File: config.mk
export PLATFORM = sky130hd
export DESIGN_NAME = mac_column
export DESIGN_NICKNAME = d
export VERILOG_FILES = /design/src/logic/wmat_ctrl_pkg.sv /design/src/logic/wmat_cfg_pkg.sv /design/src/logic/mac_column.sv
export SDC_FILE = /design/constraint.sdc
export NUM_CORES = 1
export LEC_CHECK = 0
export BUFFER_PORTS_ARGS = -buffer_cell sky130_fd_sc_hd__buf_2
export CORE_ASPECT_RATIO = 0.75
export CORE_MARGIN = 2
export CORE_UTILIZATION = 55
export DETAILED_ROUTE_END_ITERATION = 16
export HOLD_SLACK_MARGIN = 0.06
export PLACE_DENSITY = 0.75
export RECOVER_POWER = 50
export SLEW_MARGIN = 5
export SYNTH_ARGS = -nofsm -noshare
export SYNTH_HDL_FRONTEND = slang
export SYNTH_SLANG_ARGS = --single-unit
File: constraint.sdc
create_clock -name clk_i -period 10 [get_ports clk_i]
set_input_delay 0.5 -clock clk_i [delete_from_list [all_inputs] [get_ports clk_i]]
set_output_delay 0.5 -clock clk_i [all_outputs]
set_load 0.02 [all_outputs]
File: src/logic/wmat_ctrl_pkg.sv
package wmat_ctrl_pkg;

  // Command pulse from the bus slave, one cycle wide
  typedef enum logic [2:0] {
    CMD_NONE  = 3'd0,  // Idle or a read
    CMD_CFG   = 3'd1,  // Latch leftovers
    CMD_LOAD  = 3'd2,  // Shift, then write one row
    CMD_SHIFT = 3'd3,  // Plain column shift
    CMD_CLEAR = 3'd4,  // Zero tile, counters, accumulators
    CMD_MAC   = 3'd5   // Accumulate front column times x, then shift
  } wmat_cmd_e;

  // Slave handshake state
  typedef enum logic {
    WB_IDLE = 1'b0,  // Waiting for cyc and stb
    WB_ACK  = 1'b1   // Ack cycle
  } wb_state_e;

endpackage

File: src/logic/wmat_cfg_pkg.sv
package wmat_cfg_pkg;

  // Tile geometry
  localparam int unsigned BITW = 8;         // One weight or activation element
  localparam int unsigned H    = 4;         // Buffer rows, one MAC lane each
  localparam int unsigned D    = 4;         // Buffer depth in columns
  localparam int unsigned DW   = D * BITW;  // One loaded row word, also the bus width
  localparam int unsigned REP  = 3;         // Row counter replicas
  localparam int unsigned ACCW = 32;        // Accumulator width
  localparam int unsigned CNTW = 3;         // Row counter and leftover fields

  // Wishbone addressing
  localparam int unsigned AW      = 7;          // Byte address width
  localparam int unsigned SEL_LSB = 5;          // Lane select lives in adr[6:5]
  localparam int unsigned SELW    = $clog2(H);

  // Word addresses decoded from adr[4:2]
  localparam logic [2:0] ADDR_CFG    = 3'd0;  // W, leftovers
  localparam logic [2:0] ADDR_WROW   = 3'd1;  // W, one weight row
  localparam logic [2:0] ADDR_SHIFT  = 3'd2;  // W, data ignored
  localparam logic [2:0] ADDR_CLEAR  = 3'd3;  // W, data ignored
  localparam logic [2:0] ADDR_XIN    = 3'd4;  // W, activation in [7:0]
  localparam logic [2:0] ADDR_STATUS = 3'd5;  // R
  localparam logic [2:0] ADDR_ACC    = 3'd6;  // R, lane from adr[6:5]

  // Register field positions
  localparam int unsigned COLS_LSB  = 4;  // cols_lftovr in CFG[6:4]
  localparam int unsigned FAULT_BIT = 8;  // Sticky fault in STATUS

endpackage
File: src/logic/mac_column.sv
module mac_column
  import wmat_cfg_pkg::*;
  import wmat_ctrl_pkg::*;
(
  input  logic                   clk_i,
  input  logic                   rst_i,
  input  wmat_cmd_e              cmd_i,
  input  logic [BITW-1:0]        x_i,      // Signed activation
  input  logic [H-1:0][BITW-1:0] w_col_i,  // Front column, pre-shift
  output logic [H-1:0][ACCW-1:0] acc_o
);

  logic [H-1:0][2*BITW-1:0] prod;      // Signed lane products
  logic [H-1:0][ACCW-1:0]   prod_ext;  // Sign extended to accumulator width
  logic [H-1:0][ACCW-1:0]   acc_q;

  always_comb begin : products
    for (int h = 0; h < H; h++) begin
      prod[h]     = $signed(w_col_i[h]) * $signed(x_i);
      prod_ext[h] = {{(ACCW - 2 * BITW){prod[h][2*BITW-1]}}, prod[h]};
    end
  end

  // Accumulate with wraparound
  always_ff @(posedge clk_i) begin
    if (rst_i || cmd_i == CMD_CLEAR) begin
      acc_q <= '0;
    end else if (cmd_i == CMD_MAC) begin
      for (int h = 0; h < H; h++) begin
        acc_q[h] <= acc_q[h] + prod_ext[h];
      end
    end
  end

  assign acc_o = acc_q;

endmodule

== Yosys cells after proc, flatten, opt, wreduce, memory -nomap -nowiden ==
Index checks and enable logic that the tools add are counted.

* Div/mod/pow operators: 0
* Equal/unequal tests: 2
* Multiply operators: 4
* Multiplexer cells: 0
* Magnitude comparators: 0
* Reductions and logical operators: 1
* Shift operators: 0
* Bitwise operators: 0
* $add $sub $neg: 4

{| class="wikitable"
|+ Operators with widths
! kind !! number
|-
| $add 32x32->32 || 4
|-
| $mul 8x8->16 || 4
|-
| $eq 3x3->1 const B || 2
|-
| $logic_or 1x1->1 || 1
|}

* Bits in writable memories: 0
* Memories kept: 0
* Logic and storage cells: 15
* Latch bits: 0
* Bits of input ports: 45
* ROM bits: 0
* Flip-flop bits (word level): 128

== Longest topological paths before layout ==
* Depth after elaboration: 2
* Gate-level depth with buffers: 32

== Least setup slack after synthesis ==
No wires, ideal clock.

* Kind: input-to-reg
* Start point: input port x_i[2]
* End point: register acc_q (netlist bit acc_o[94])
* Data arrival time: 7029 ps
* Path buffers: 2
* Setup slack: 2846 ps
* Stages: 26
* Setup time: 125 ps
* Cell sequence: clkbuf_1 nand2_1 fa_1 inv_1 fa_1 inv_1 fa_1 inv_1 fa_1 ha_1 or3_1 o21ai_0 a21oi_1 xnor2_1 ha_1 clkbuf_1 a21o_1 a21o_1 a21oi_1 o21ai_0 nor2_1 a21oi_1 o41a_1 a221oi_2 xor2_1 o21ai_1

* Word-level cells in the longest chain between the ends: 2

{| class="wikitable"
|+ Ends and longest elaborated chain
! what !! line !! text
|-
| from (decl) || mac_column.sv:8 || <nowiki>input logic [BITW-1:0] x_i,</nowiki>
|-
| $mul 8x8->16 || mac_column.sv:19 || <nowiki>prod[h] = $signed(w_col_i[h]) * $signed(x_i);</nowiki>
|-
| $add 32x32->32 || mac_column.sv:30 || <nowiki>acc_q[h] <= acc_q[h] + prod_ext[h];</nowiki>
|-
| to (signal, indexed assignment) || mac_column.sv:30 ||
|-
| to (decl) || mac_column.sv:15 || <nowiki>logic [H-1:0][ACCW-1:0] acc_q;</nowiki>
|}

No other way between the ends.
A chain may end at the register's enable or synchronous reset.

== Worst setup path in the final report ==
* Start point: input port x_i[2]
* End point: register acc_q (netlist bit acc_o[31])

Same word-level chain as after synthesis.

==> metrics.md <==
| Metric | Value |
|---|---|
| Clock buffer depth | `2` |
| Largest register FFs | `128` |
| Most frequent CP cell | `fa_1` |
| Port Buf Inserts | `172` |
| Setup Fix Bufs, Post-CTS | `0` |
| Vias in the first global route | `17.1k` |
| Slew of the pin with the lowest slew margin | `1.08 ns` |
| Crit share post-route | `77.7%` |
| Syn. warnings | `0` |
| FP Rows | `61` |
| Layout cells sized above 1 | `4.90%` |
| DR vias/cell | `5.54` |
| Wire per inst | `16.3 um` |
| Synth async-reset ratio | `0%` |
| Unrepaired setup endpoints after global routing | `no` |
| Commonest non-fill, non-tap cell in the layout | `inv_1` |
| WHS | `0.376 ns` |
| Mapped cell area | `20500 um2` |
| Crit path largest cell delay | `0.75 ns` |
| CP max-delay cell | `fa_1` |
| N_diodes | `0` |
| Syn Area/Cell | `8.27 um2` |
| Antenna violations before repair | `0` |
| Worst Skew | `0.0172 ns` |
| Grt met1 use | `35.7%` |
| TritonCTS clock tree | `yes` |
| Post-CTS resize count | `0` |
| Hold Violations, Final | `0` |
| Clock H-tree levels | `4` |
| TritonCTS Buffers | `17` |
| Clock latency at the later pin of the worst-skew pair | `0.45 ns` |
| Synth Net Count | `2993` |
| Vias | `17.3k` |
| Antenna violation net count after detailed routing | `0` |
| Worst setup EP type | `flip-flop` |
| Die area | `38800 um2` |
| Crit path buf inv count | `3` |
| Detailed Place HPWL | `39800 um` |
| Synth unique cells | `84` |
| Largest net degree at the start of global routing | `72` |
| M3 GR Usage | `4.86%` |
| EDFF count, synth | `0` |
| Pins Over Slew Limit | `0` |
| Register area share after synthesis | `12.5%` |
| CTS clock-pin slew for the worst setup and hold paths | `0.06 ns` |
| Drt drc | `0` |
| Core area | `36900 um2` |
| Die W | `227 um` |
| Met2 Use GR | `44.5%` |
| Critical path fanouts, max | `32` |
| Gpl congestion | `0.920` |
| Max Cap Viol | `0` |
| Pre-CTS setup slack | `1.79 ns` |
| Worst relative slew slack | `27.7%` |
| Initial DRC Count | `1078` |
| Final setup viols | `0` |
| Req. time, crit path | `10.30 ns` |
| Hold_buf cts | `0` |
| Clock Sinks | `128` |
| Crit path DAT | `8.07 ns` |
| First-pass GRT wire length | `84300 um` |
| GR Util All Layers | `27.0%` |
| Final core utilization | `60.3%` |
| Die span in y | `171 um` |
| Most frequent cells in the layout | `inv_1 (371), nand2_1 (284), ha_1 (248), fa_1 (224), a21oi_1 (219)` |
| Path type of the worst setup path | `in -> reg` |
| Global route total overflow | `0` |
| FMAX | `0.129 GHz` |
| Status | `finished clean` |
| Minimum clock period | `7.77 ns` |
| CP Launch Type | `input pin` |
| Post-Route WL | `50900 um` |
| Filler Cells Inserted | `3335` |
| Cell family with the largest share of critical-path delay | `adder cells` |
| Nets | `3118` |
| Initial Util | `55.6%` |
| I/O pin count | `173` |
| Grt peak-use layer | `met2` |
| DR pass1 iterations | `5` |
| Syn Inst Count | `2476` |
| Setup TNS | `0 ns` |
| CTS Root Cell | `clkbuf_16` |
| Yosys reg bits | `128` |
| Worst hold path type | `in -> reg` |
| Synth Flop Type | `dfxtp_1` |
| CP Cell Sequence | `buf_2 -> nand2_1 -> fa_1 -> fa_1 -> fa_1 -> inv_1 -> fa_1 -> ha_1 -> nand3_1 -> o31ai_1 -> o41ai_2 -> xnor2_1 -> inv_1 -> ha_1 -> a21o_1 -> a211o_1 -> a211oi_2 -> a21oi_2 -> a311oi_2 -> o21ai_2 -> a221oi_4 -> mux2i_1 -> a21o_1 -> a21oi_2` |
| Final worst setup slack | `2.23 ns` |
| P&R area growth vs syn | `8.61%` |
[final cells by class]
type / instances / area [um2] / share of cell area [%]
Inverter: 373 / 1400 / 6.30
Tap cell: 504 / 631 / 2.84
Sequential cell: 128 / 2560 / 11.5
Timing Repair Buffer: 179 / 753 / 3.39
Clock buffer: 18 / 439 / 1.97
Multi-Input combinational cell: 1902 / 16300 / 73.1
Clock inverter: 14 / 189 / 0.849
[routing by layer]
| layer | up-vias | wire length (um) |
|---|---|---|
| li1 | 8411 | - |
| met1 | 8308 | 22800 |
| met2 | 461 | 23700 |
| met3 | 82 | 2890 |
| met4 | 0 | 1490 |
| met5 | - | 0 |
[Yosys cell counts, types with 3 or more instances]
cell type | count | area, um2
o21bai_1 | 27 | 203
nand2_1 | 284 | 1070
nand3_1 | 34 | 170
nor2b_1 | 39 | 244
a21boi_1 | 3 | 22.5
and3_1 | 17 | 106
ha_1 | 248 | 3100
nand4_1 | 8 | 50.1
or3_1 | 18 | 113
a221o_1 | 3 | 30.0
o31ai_1 | 6 | 45.0
nor2_1 | 66 | 248
xnor2_1 | 124 | 1090
o21ai_1 | 8 | 40.0
a211oi_1 | 11 | 82.6
mux2_2 | 4 | 45.0
nand2b_1 | 13 | 81.3
or2_2 | 8 | 50.1
inv_1 | 371 | 1390
buf_1 | 10 | 37.5
a21oi_2 | 4 | 35.0
nand3b_1 | 4 | 30.0
a22o_1 | 3 | 26.3
a31oi_1 | 19 | 119
and2_1 | 182 | 1140
clkbuf_1 | 61 | 229
a211o_1 | 5 | 43.8
mux2i_1 | 8 | 80.1
fa_1 | 224 | 4480
and4_1 | 8 | 70.1
o211ai_1 | 10 | 75.1
nor3_1 | 22 | 110
nor4_1 | 3 | 18.8
a21o_1 | 77 | 578
dfxtp_1 | 128 | 2560
xor2_1 | 40 | 350
a41oi_1 | 4 | 35.0
o2111ai_1 | 4 | 35.0
o21ai_0 | 70 | 350
nor3b_1 | 4 | 30.0
o31ai_2 | 3 | 37.5
a21oi_1 | 219 | 1100
o21a_1 | 18 | 135
[worst min-delay path, cell delays in order]
cell	delay (ns)
buf_2	0.10
or3_1	0.11
mux2i_1	0.06
[final timing paths]
check,from,endpoint,slack (ns),cells after the start
min reg2reg,acc_o[117],acc_o[117],0.47,2
min,rst_i,acc_o[127],0.38,3
max reg2reg,acc_o[64],acc_o[94],6.44,12
max,x_i[2],acc_o[31],2.23,24
[per-stage QoR]
| stage | area (um2) | std cells |
|---|---|---|
| floorplan | 20500 | 2476 |
| global placement | 21800 | 3086 |
| detailed placement | 21800 | 3086 |
| CTS | 22400 | 3118 |
| global route | 22200 | 3118 |
| finish | 22200 | 3118 |
[cells by family (layout without fill, tap and decap cells)]
| group | after synthesis | count (layout) | synth area share, % |
|---|---|---|---|
| AND/OR/NAND/NOR | 722 | 722 | 17.8 |
| AO/OA/AOI/OAI | 532 | 532 | 16.8 |
| multiplexers | 12 | 12 | 0.611 |
| buffers and inverters | 446 | 584 | 8.19 |
| adder cells (fa/ha/maj) | 472 | 472 | 37.1 |
| XOR/XNOR | 164 | 164 | 7.01 |
| flip-flops | 128 | 128 | 12.5 |
Power is not shown: default switching activity piles up to over one toggle a cycle in this logic, so the estimate is an artifact.
