### config.mk
export PLATFORM = sky130hd
export DESIGN_NAME = wb_cmd_slave
export DESIGN_NICKNAME = d
export VERILOG_FILES = /design/src/logic/wmat_ctrl_pkg.sv /design/src/logic/wmat_cfg_pkg.sv /design/src/logic/wb_cmd_slave.sv
export SDC_FILE = /design/constraint.sdc
export NUM_CORES = 1
export LEC_CHECK = 0
export ABC_AREA = 0
export BUFFER_PORTS_ARGS = -buffer_cell sky130_fd_sc_hd__buf_2
export CAP_MARGIN = 10
export CORE_AREA = 2 2 128 68
export CTS_BUF_LIST = sky130_fd_sc_hd__clkbuf_16
export DETAILED_ROUTE_END_ITERATION = 7
export DIE_AREA = 0 0 130 70
export PLACE_DENSITY = 0.94
export SYNTH_ARGS = -nofsm -noshare
export SYNTH_HDL_FRONTEND = slang
export SYNTH_SLANG_ARGS = --single-unit
### constraint.sdc
create_clock -name clk_i -period 7.1 [get_ports clk_i]
set_input_delay 1.775 -clock clk_i [delete_from_list [all_inputs] [get_ports clk_i]]
set_output_delay 1.775 -clock clk_i [all_outputs]
set_load 0.05 [all_outputs]
### src/logic/wmat_ctrl_pkg.sv
package wmat_ctrl_pkg;

  // Command pulse from the bus slave, one cycle wide
  typedef enum logic [2:0] {
    CMD_NONE  = 3'd0,  // Idle or a read
    CMD_CFG   = 3'd1,  // Latch leftovers
    CMD_LOAD  = 3'd2,  // Shift, then write one row
    CMD_SHIFT = 3'd3,  // Plain column shift
    CMD_CLEAR = 3'd4,  // Zero tile, counters, accumulators
    CMD_MAC   = 3'd5   // Accumulate front column times x, then shift
  } wmat_cmd_e;

  // Slave handshake state
  typedef enum logic {
    WB_IDLE = 1'b0,  // Waiting for cyc and stb
    WB_ACK  = 1'b1   // Ack cycle
  } wb_state_e;

endpackage

### src/logic/wmat_cfg_pkg.sv
package wmat_cfg_pkg;

  // Tile geometry
  localparam int unsigned BITW = 8;         // One weight or activation element
  localparam int unsigned H    = 4;         // Buffer rows, one MAC lane each
  localparam int unsigned D    = 4;         // Buffer depth in columns
  localparam int unsigned DW   = D * BITW;  // One loaded row word, also the bus width
  localparam int unsigned REP  = 3;         // Row counter replicas
  localparam int unsigned ACCW = 32;        // Accumulator width
  localparam int unsigned CNTW = 3;         // Row counter and leftover fields

  // Wishbone addressing
  localparam int unsigned AW      = 7;          // Byte address width
  localparam int unsigned SEL_LSB = 5;          // Lane select lives in adr[6:5]
  localparam int unsigned SELW    = $clog2(H);

  // Word addresses decoded from adr[4:2]
  localparam logic [2:0] ADDR_CFG    = 3'd0;  // W, leftovers
  localparam logic [2:0] ADDR_WROW   = 3'd1;  // W, one weight row
  localparam logic [2:0] ADDR_SHIFT  = 3'd2;  // W, data ignored
  localparam logic [2:0] ADDR_CLEAR  = 3'd3;  // W, data ignored
  localparam logic [2:0] ADDR_XIN    = 3'd4;  // W, activation in [7:0]
  localparam logic [2:0] ADDR_STATUS = 3'd5;  // R
  localparam logic [2:0] ADDR_ACC    = 3'd6;  // R, lane from adr[6:5]

  // Register field positions
  localparam int unsigned COLS_LSB  = 4;  // cols_lftovr in CFG[6:4]
  localparam int unsigned FAULT_BIT = 8;  // Sticky fault in STATUS

endpackage
### src/logic/wb_cmd_slave.sv
module wb_cmd_slave
  import wmat_cfg_pkg::*;
  import wmat_ctrl_pkg::*;
(
  input  logic                   clk_i,
  input  logic                   rst_i,
  input  logic                   wb_cyc_i,
  input  logic                   wb_stb_i,
  input  logic                   wb_we_i,
  input  logic [AW-1:0]          wb_adr_i,
  input  logic [DW-1:0]          wb_dat_i,
  output logic [DW-1:0]          wb_dat_o,
  output logic                   wb_ack_o,
  output wmat_cmd_e              cmd_o,          // One cycle pulse, high with ack
  output logic [DW-1:0]          wdata_o,
  output logic [CNTW-1:0]        rows_lftovr_o,
  output logic [CNTW-1:0]        cols_lftovr_o,
  input  logic [CNTW-1:0]        row_cnt_i,
  input  logic                   fault_i,
  input  logic [H-1:0][ACCW-1:0] acc_i
);

  wb_state_e       state_q;
  wb_state_e       state_d;
  logic            req;      // New transfer accepted this cycle
  logic [2:0]      reg_adr;  // Word address
  logic [SELW-1:0] acc_sel;  // Lane for accumulator reads
  wmat_cmd_e       cmd_d;
  logic [DW-1:0]   rdata_d;

  assign req     = (state_q == WB_IDLE) && wb_cyc_i && wb_stb_i;
  assign reg_adr = wb_adr_i[4:2];
  assign acc_sel = wb_adr_i[SEL_LSB +: SELW];

  // Two state ack machine, one transfer every two cycles
  always_comb begin : next_state
    state_d = state_q;
    case (state_q)
      WB_IDLE: begin
        if (req) begin
          state_d = WB_ACK;
        end
      end
      WB_ACK:  state_d = WB_IDLE;  // Ack lasts one cycle
      default: state_d = WB_IDLE;
    endcase
  end

  assign wb_ack_o = (state_q == WB_ACK);

  // Writes become commands, reads give CMD_NONE
  always_comb begin : decode
    cmd_d = CMD_NONE;
    if (req && wb_we_i) begin
      case (reg_adr)
        ADDR_CFG:   cmd_d = CMD_CFG;
        ADDR_WROW:  cmd_d = CMD_LOAD;
        ADDR_SHIFT: cmd_d = CMD_SHIFT;
        ADDR_CLEAR: cmd_d = CMD_CLEAR;
        ADDR_XIN:   cmd_d = CMD_MAC;
        default:    cmd_d = CMD_NONE;  // Writes to read only words are dropped
      endcase
    end
  end

  // Readback mux, unknown words read zero
  always_comb begin : read_mux
    rdata_d = '0;
    if (!wb_we_i) begin
      case (reg_adr)
        ADDR_STATUS: begin
          rdata_d[CNTW-1:0]  = row_cnt_i;
          rdata_d[FAULT_BIT] = fault_i;
        end
        ADDR_ACC: rdata_d = acc_i[acc_sel];
        default:  rdata_d = '0;
      endcase
    end
  end

  always_ff @(posedge clk_i) begin : ctrl_regs
    if (rst_i) begin
      state_q <= WB_IDLE;
      cmd_o   <= CMD_NONE;
    end else begin
      state_q <= state_d;
      cmd_o   <= cmd_d;  // Pulses on the edge that raises ack
    end
  end

  // Bus data captured with the request
  always_ff @(posedge clk_i) begin : data_regs
    if (req) begin
      wdata_o  <= wb_dat_i;
      wb_dat_o <= rdata_d;
    end
  end

  // Leftovers follow the command pulse
  always_ff @(posedge clk_i) begin : lftovr_regs
    if (rst_i || cmd_o == CMD_CLEAR) begin
      rows_lftovr_o <= '0;
      cols_lftovr_o <= '0;
    end else if (cmd_o == CMD_CFG) begin
      rows_lftovr_o <= wdata_o[CNTW-1:0];
      cols_lftovr_o <= wdata_o[COLS_LSB +: CNTW];
    end
  end

  // Master holds its request until it sees ack
  a_ack_req : assert property (@(posedge clk_i) disable iff (rst_i)
    wb_ack_o |-> (wb_cyc_i && wb_stb_i));

endmodule

# Word level (Yosys, flattened, before mapping)
# Cells that the tools add are included.
totals:
  reg_bits: 74
  inputBits: 176
  out_inout_bits: 74
  wordCells: 33
classes:
  magnitude_cmp: 1
  eq_ne: 8
  mux: 7
  bitwise: 3
  n_reduce_logical: 7
ops:
  columns: ["op", "count"]
  rows:
  - ["32-bit binary-select mux with 2-bit select", 1]
  - ["32-bit 2-to-1 mux", 1]
  - ["3-bit case mux with 5 select lines", 1]
  - ["3-bit == test (second input constant)", 4]
  - ["3-bit by 1-bit == test with 1-bit output (second input constant)", 2]
  - ["3-bit by 2-bit == test with 1-bit output (second input constant)", 2]
  - ["3-bit case mux with 2 select lines", 1]
  - ["1-bit case mux with 2 select lines", 2]
  - ["2-bit OR reduction", 2]
  - ["1-bit logical AND", 3]
  - ["3-bit zero test", 1]
  - ["2-bit by 3-bit less-than comparator with 1-bit output (second input constant)", 1]
  - ["1-bit inverter", 3]
  - ["1-bit logical OR", 1]
  - ["1-bit 2-to-1 mux", 1]

# Longest topological paths before layout
logic_depth:
  ltp_word: 6
  ltp_mapped: 4
  mapped_depth_nobuf: 3

# Worst setup path before layout
# Ideal clock, no wire load.
synth_timing:
  path_kind: "in2reg"
  start: "input wb_stb_i"
  end: "register wb_dat_o[0] (enable)"
  setup_ns: 0.488
  arrival_time_ns: 4.524
  required_time_ns: 6.612
  path_slack_ns: 2.088
  cell_stages: 2
  path_buffers: 0
  cell_sequence: "nand2_1 nor2_1"
synth_between:
  elab_chain_len: 1
synth_lines:
  columns: ["item", "line", "text"]
  rows:
  - ["start: declaration", "wb_cmd_slave.sv:8", "input logic wb_stb_i,"]
  - ["1-bit logical AND", "wb_cmd_slave.sv:31", "assign req = (state_q == WB_IDLE) && wb_cyc_i && wb_stb_i;"]
  - ["named net req", "wb_cmd_slave.sv:25", "logic req;"]
  - ["end signal: assignment", "wb_cmd_slave.sv:95", "wb_dat_o <= rdata_d;"]
  - ["end: declaration", "wb_cmd_slave.sv:12", "output logic [DW-1:0] wb_dat_o,"]
# The timed path passes the listed nets, and every way through them passes these cells.
# A chain may end at the register's enable or synchronous reset.

# Final worst setup path
layout_timing:
  start: "input wb_adr_i[5]"
  end: "register wb_dat_o[2] (data pin)"
layout_between:
  elab_chain_len: 3
layout_lines:
  columns: ["item", "line", "text"]
  rows:
  - ["start: declaration", "wb_cmd_slave.sv:10", "input logic [AW-1:0] wb_adr_i,"]
  - ["32-bit binary-select mux with 2-bit select", "wb_cmd_slave.sv:75", "ADDR_ACC: rdata_d = acc_i[acc_sel];"]
  - ["32-bit 2-to-1 mux (implied by the code)", "wb_cmd_slave.sv:75", null]
  - ["3-bit case mux with 2 select lines", "wb_cmd_slave.sv:70", "case (reg_adr)"]
# Every way passes these cells. The select of a mux whose other input is x is not followed.

==> flow_metrics.py <==
metrics = {
    "clock_tree": {
        "cts_resized": 0,
        "ctsLongestPathBuffers": 2,
        "insertion_delay_ps": 320,
        "root_buffer": "clkbuf_16",
        "clk_pin_slew_ps": 60,
        "cts_buffers": 9,
        "cts_hold_buffers": 0,
        "post_cts_buffers": 0,
        "cts_tree": "built",
        "htreeDepth": 3,
        "cts_num_sinks": 74,
    },
    "critical_path": {
        "critical_path.max_stage_delay_ps": 790,
        "cp.required_ps": 7180,
        "cp-end-kind": "flip-flop",
        "critPathSlowestCell": "buf_2",
        "path_delay_family": "buffers and inverters",
        "crit_arrival_ps": 3480,
        "critPathMaxFanout": 32,
        "crit_buf_inv": 1,
        "path_cells": "buf_2 -> mux4_1 -> a22o_1",
        "ff2ff_setup_slack_ps": 5260,
        "startpoint_type": "primary input",
        "critPathKind": "in2reg",
    },
    "placed_design": {
        "port_buffers": 247,
        "dp_hpwl_um": 7320,
        "place_congestion": 0.754,
    },
    "logic_synthesis": {
        "synth_async_sr_flop_share": 0,
        "synthFlopType": "edfxtp_1",
        "synth_fp_nets": 371,
        "avgSynthCellArea_um2": 17.4,
        "syn_inst": 195,
        "ys_ff_latch": 74,
        "seq_area_frac_synth": 0.624,
        "yosys_warnings": 0,
        "synth.cell_area_mm2": 0.00340,
        "ys_types": 21,
        "synth_edf_count": 64,
    },
    "sta": {
        "relSlewSlack": 0.291,
        "holdWs_ps": 466,
        "timing.setup.tns_ps": 0,
        "hold_viol_final": 0,
        "setup_viol": 0,
        "skew_ps": 6.40,
        "period_needed_ps": 3390,
        "max_freq_ghz": 0.295,
        "tightest_slew_ps": 1060,
        "slew_viol_final": 0,
        "fin_crit_sh": 0.478,
        "rsz0062_at_grt": "no",
    },
    "global_routing": {
        "grt-ovfl-total": 0,
        "grt_pass1_wl_um": 14100,
        "antenna_found_initial": 0,
        "track_usage": 0.207,
        "grt_max_degree": 44,
        "first_global_vias": 2967,
    },
    "route": {
        "vias": 2745,
        "routedWlPerCell_um": 16.3,
        "routed_wl_um": 9190,
        "drc": 0,
        "via_per_inst": 4.86,
        "dr.pass1.iters": 4,
        "drtIter0Drc": 109,
        "ant_nets": 0,
    },
    "die": {
        "num_rows": 24,
        "die_area_mm2": 0.00910,
        "initial_core_util": 0.415,
        "ioPinCount": 250,
        "die_y_um": 70,
        "core_area_mm2": 0.00820,
        "die_width_um": 130,
    },
    "job": {
        "max_cap_violations": 0,
    },
    "final_layout": {
        "syn2layout_area_growth_pct": 47.6,
        "diodes": 0,
        "area.sequential_mm2": 0.00212,
        "num-fill-cells": 650,
        "multiInputGateArea_mm2": 0.00121,
        "final_layout_size_suffix_gt1_frac": 0.661,
        "final_common_cell": "buf_2",
        "finalCoreUtilization": 0.612,
        "nets": 619,
        "final_cell_mix": "buf_2 (247), edfxtp_1 (64), mux4_2 (30), and2_1 (30), dfxtp_1 (10)",
    },
    "power_and_ir_drop": {
        "p_per_area_mw_per_mm2": 225,
        "p_leak_nw": 2.17,
        "ir_drop_v": 0.000100,
    },
    "worst_hold_path": {
        "holdCritPathClass": "reg2reg",
    },
    "outcome": {
        "status": "finished clean",
    },
}
==> final timing paths <==
check / from / to / cells after the start
setup / recovery: wb_adr_i[5] / wb_dat_o[2] / 3
hold / removal: rows_lftovr_o[0] / rows_lftovr_o[0] / 2
setup reg to reg: wb_ack_o / wdata_o[5] / 2
hold reg to reg: rows_lftovr_o[0] / rows_lftovr_o[0] / 2
==> metrics by stage <==
stage	worst slack, ps	cells	area (µm²)	power [mW]
floorplan	2090	195	3400	0.623
global placement	3350	549	4720	0.685
detailed placement	3320	549	4720	0.691
CTS	3670	565	5020	1.14
global route	3540	565	5020	1.18
finish	3710	565	5020	1.13
==> sequential cells by signal, indices dropped and copies added (netlist names) <==
name,cells
cols_lftovr_o,3
wdata_o,32
wb_ack_o,1
rows_lftovr_o,3
wb_dat_o,32
cmd_o,3
==> where the power goes <==
part	switching, mW	leakage [nW]	internal [mW]
logic	0.106	1.36	0.0771
registers	0.00531	0.665	0.492
clock network	0.175	0.144	0.274
total	0.287	2.17	0.843
==> layout make-up <==
class                   instances  share of cell area
multi-input cells             110               0.240
well taps                     117              0.0292
clock buffers                   9              0.0449
flip-flops and latches         74               0.423
repair buffers                248               0.248
clock inverters                 7              0.0152
==> metal layers <==
layer,global-route usage,up-vias,share of wire
met5,0,-,0
met4,0.0609,0,0.012
met3,0.0874,12,0.097
met2,0.366,128,0.52
met1,0.228,1328,0.37
li1,-,1277,-
==> cell families (layout without fill, tap and decap cells) <==
group,after synthesis,in the layout,share of synthesized area
AO/OA/AOI/OAI,20,20,0.0360
buffers and inverters,11,264,0.0246
AND/OR/NAND/NOR,58,58,0.102
multiplexers,32,32,0.214
flip-flops,74,74,0.624
==> worst reg2reg max path, delay by kind of cell (launching register included) <==
kind | cells | cell delay [ps]
flip-flops | 1 | 340
AND/OR/NAND/NOR | 1 | 530
buffers and inverters | 1 | 590
==> synthesized netlist by cell type (2+ instances only) <==
cell      count  area, µm²
mux4_2       30        676
buf_6         3       33.8
buf_2         3       15.0
nor2_1        4       15.0
nand2b_1      3       18.8
clkbuf_1      4       15.0
mux4_1        2       52.6
a21oi_1       7       35.0
and2_0        4       25.0
a211oi_1      2       15.0
o21ai_0       6       30.0
and2_1       30        188
nand2_1       9       33.8
edfxtp_1     64       1920
a22o_1        4       35.0
dfxtp_1      10        200
nor3b_1       6       45.0
(Power assumes the default switching activity.)
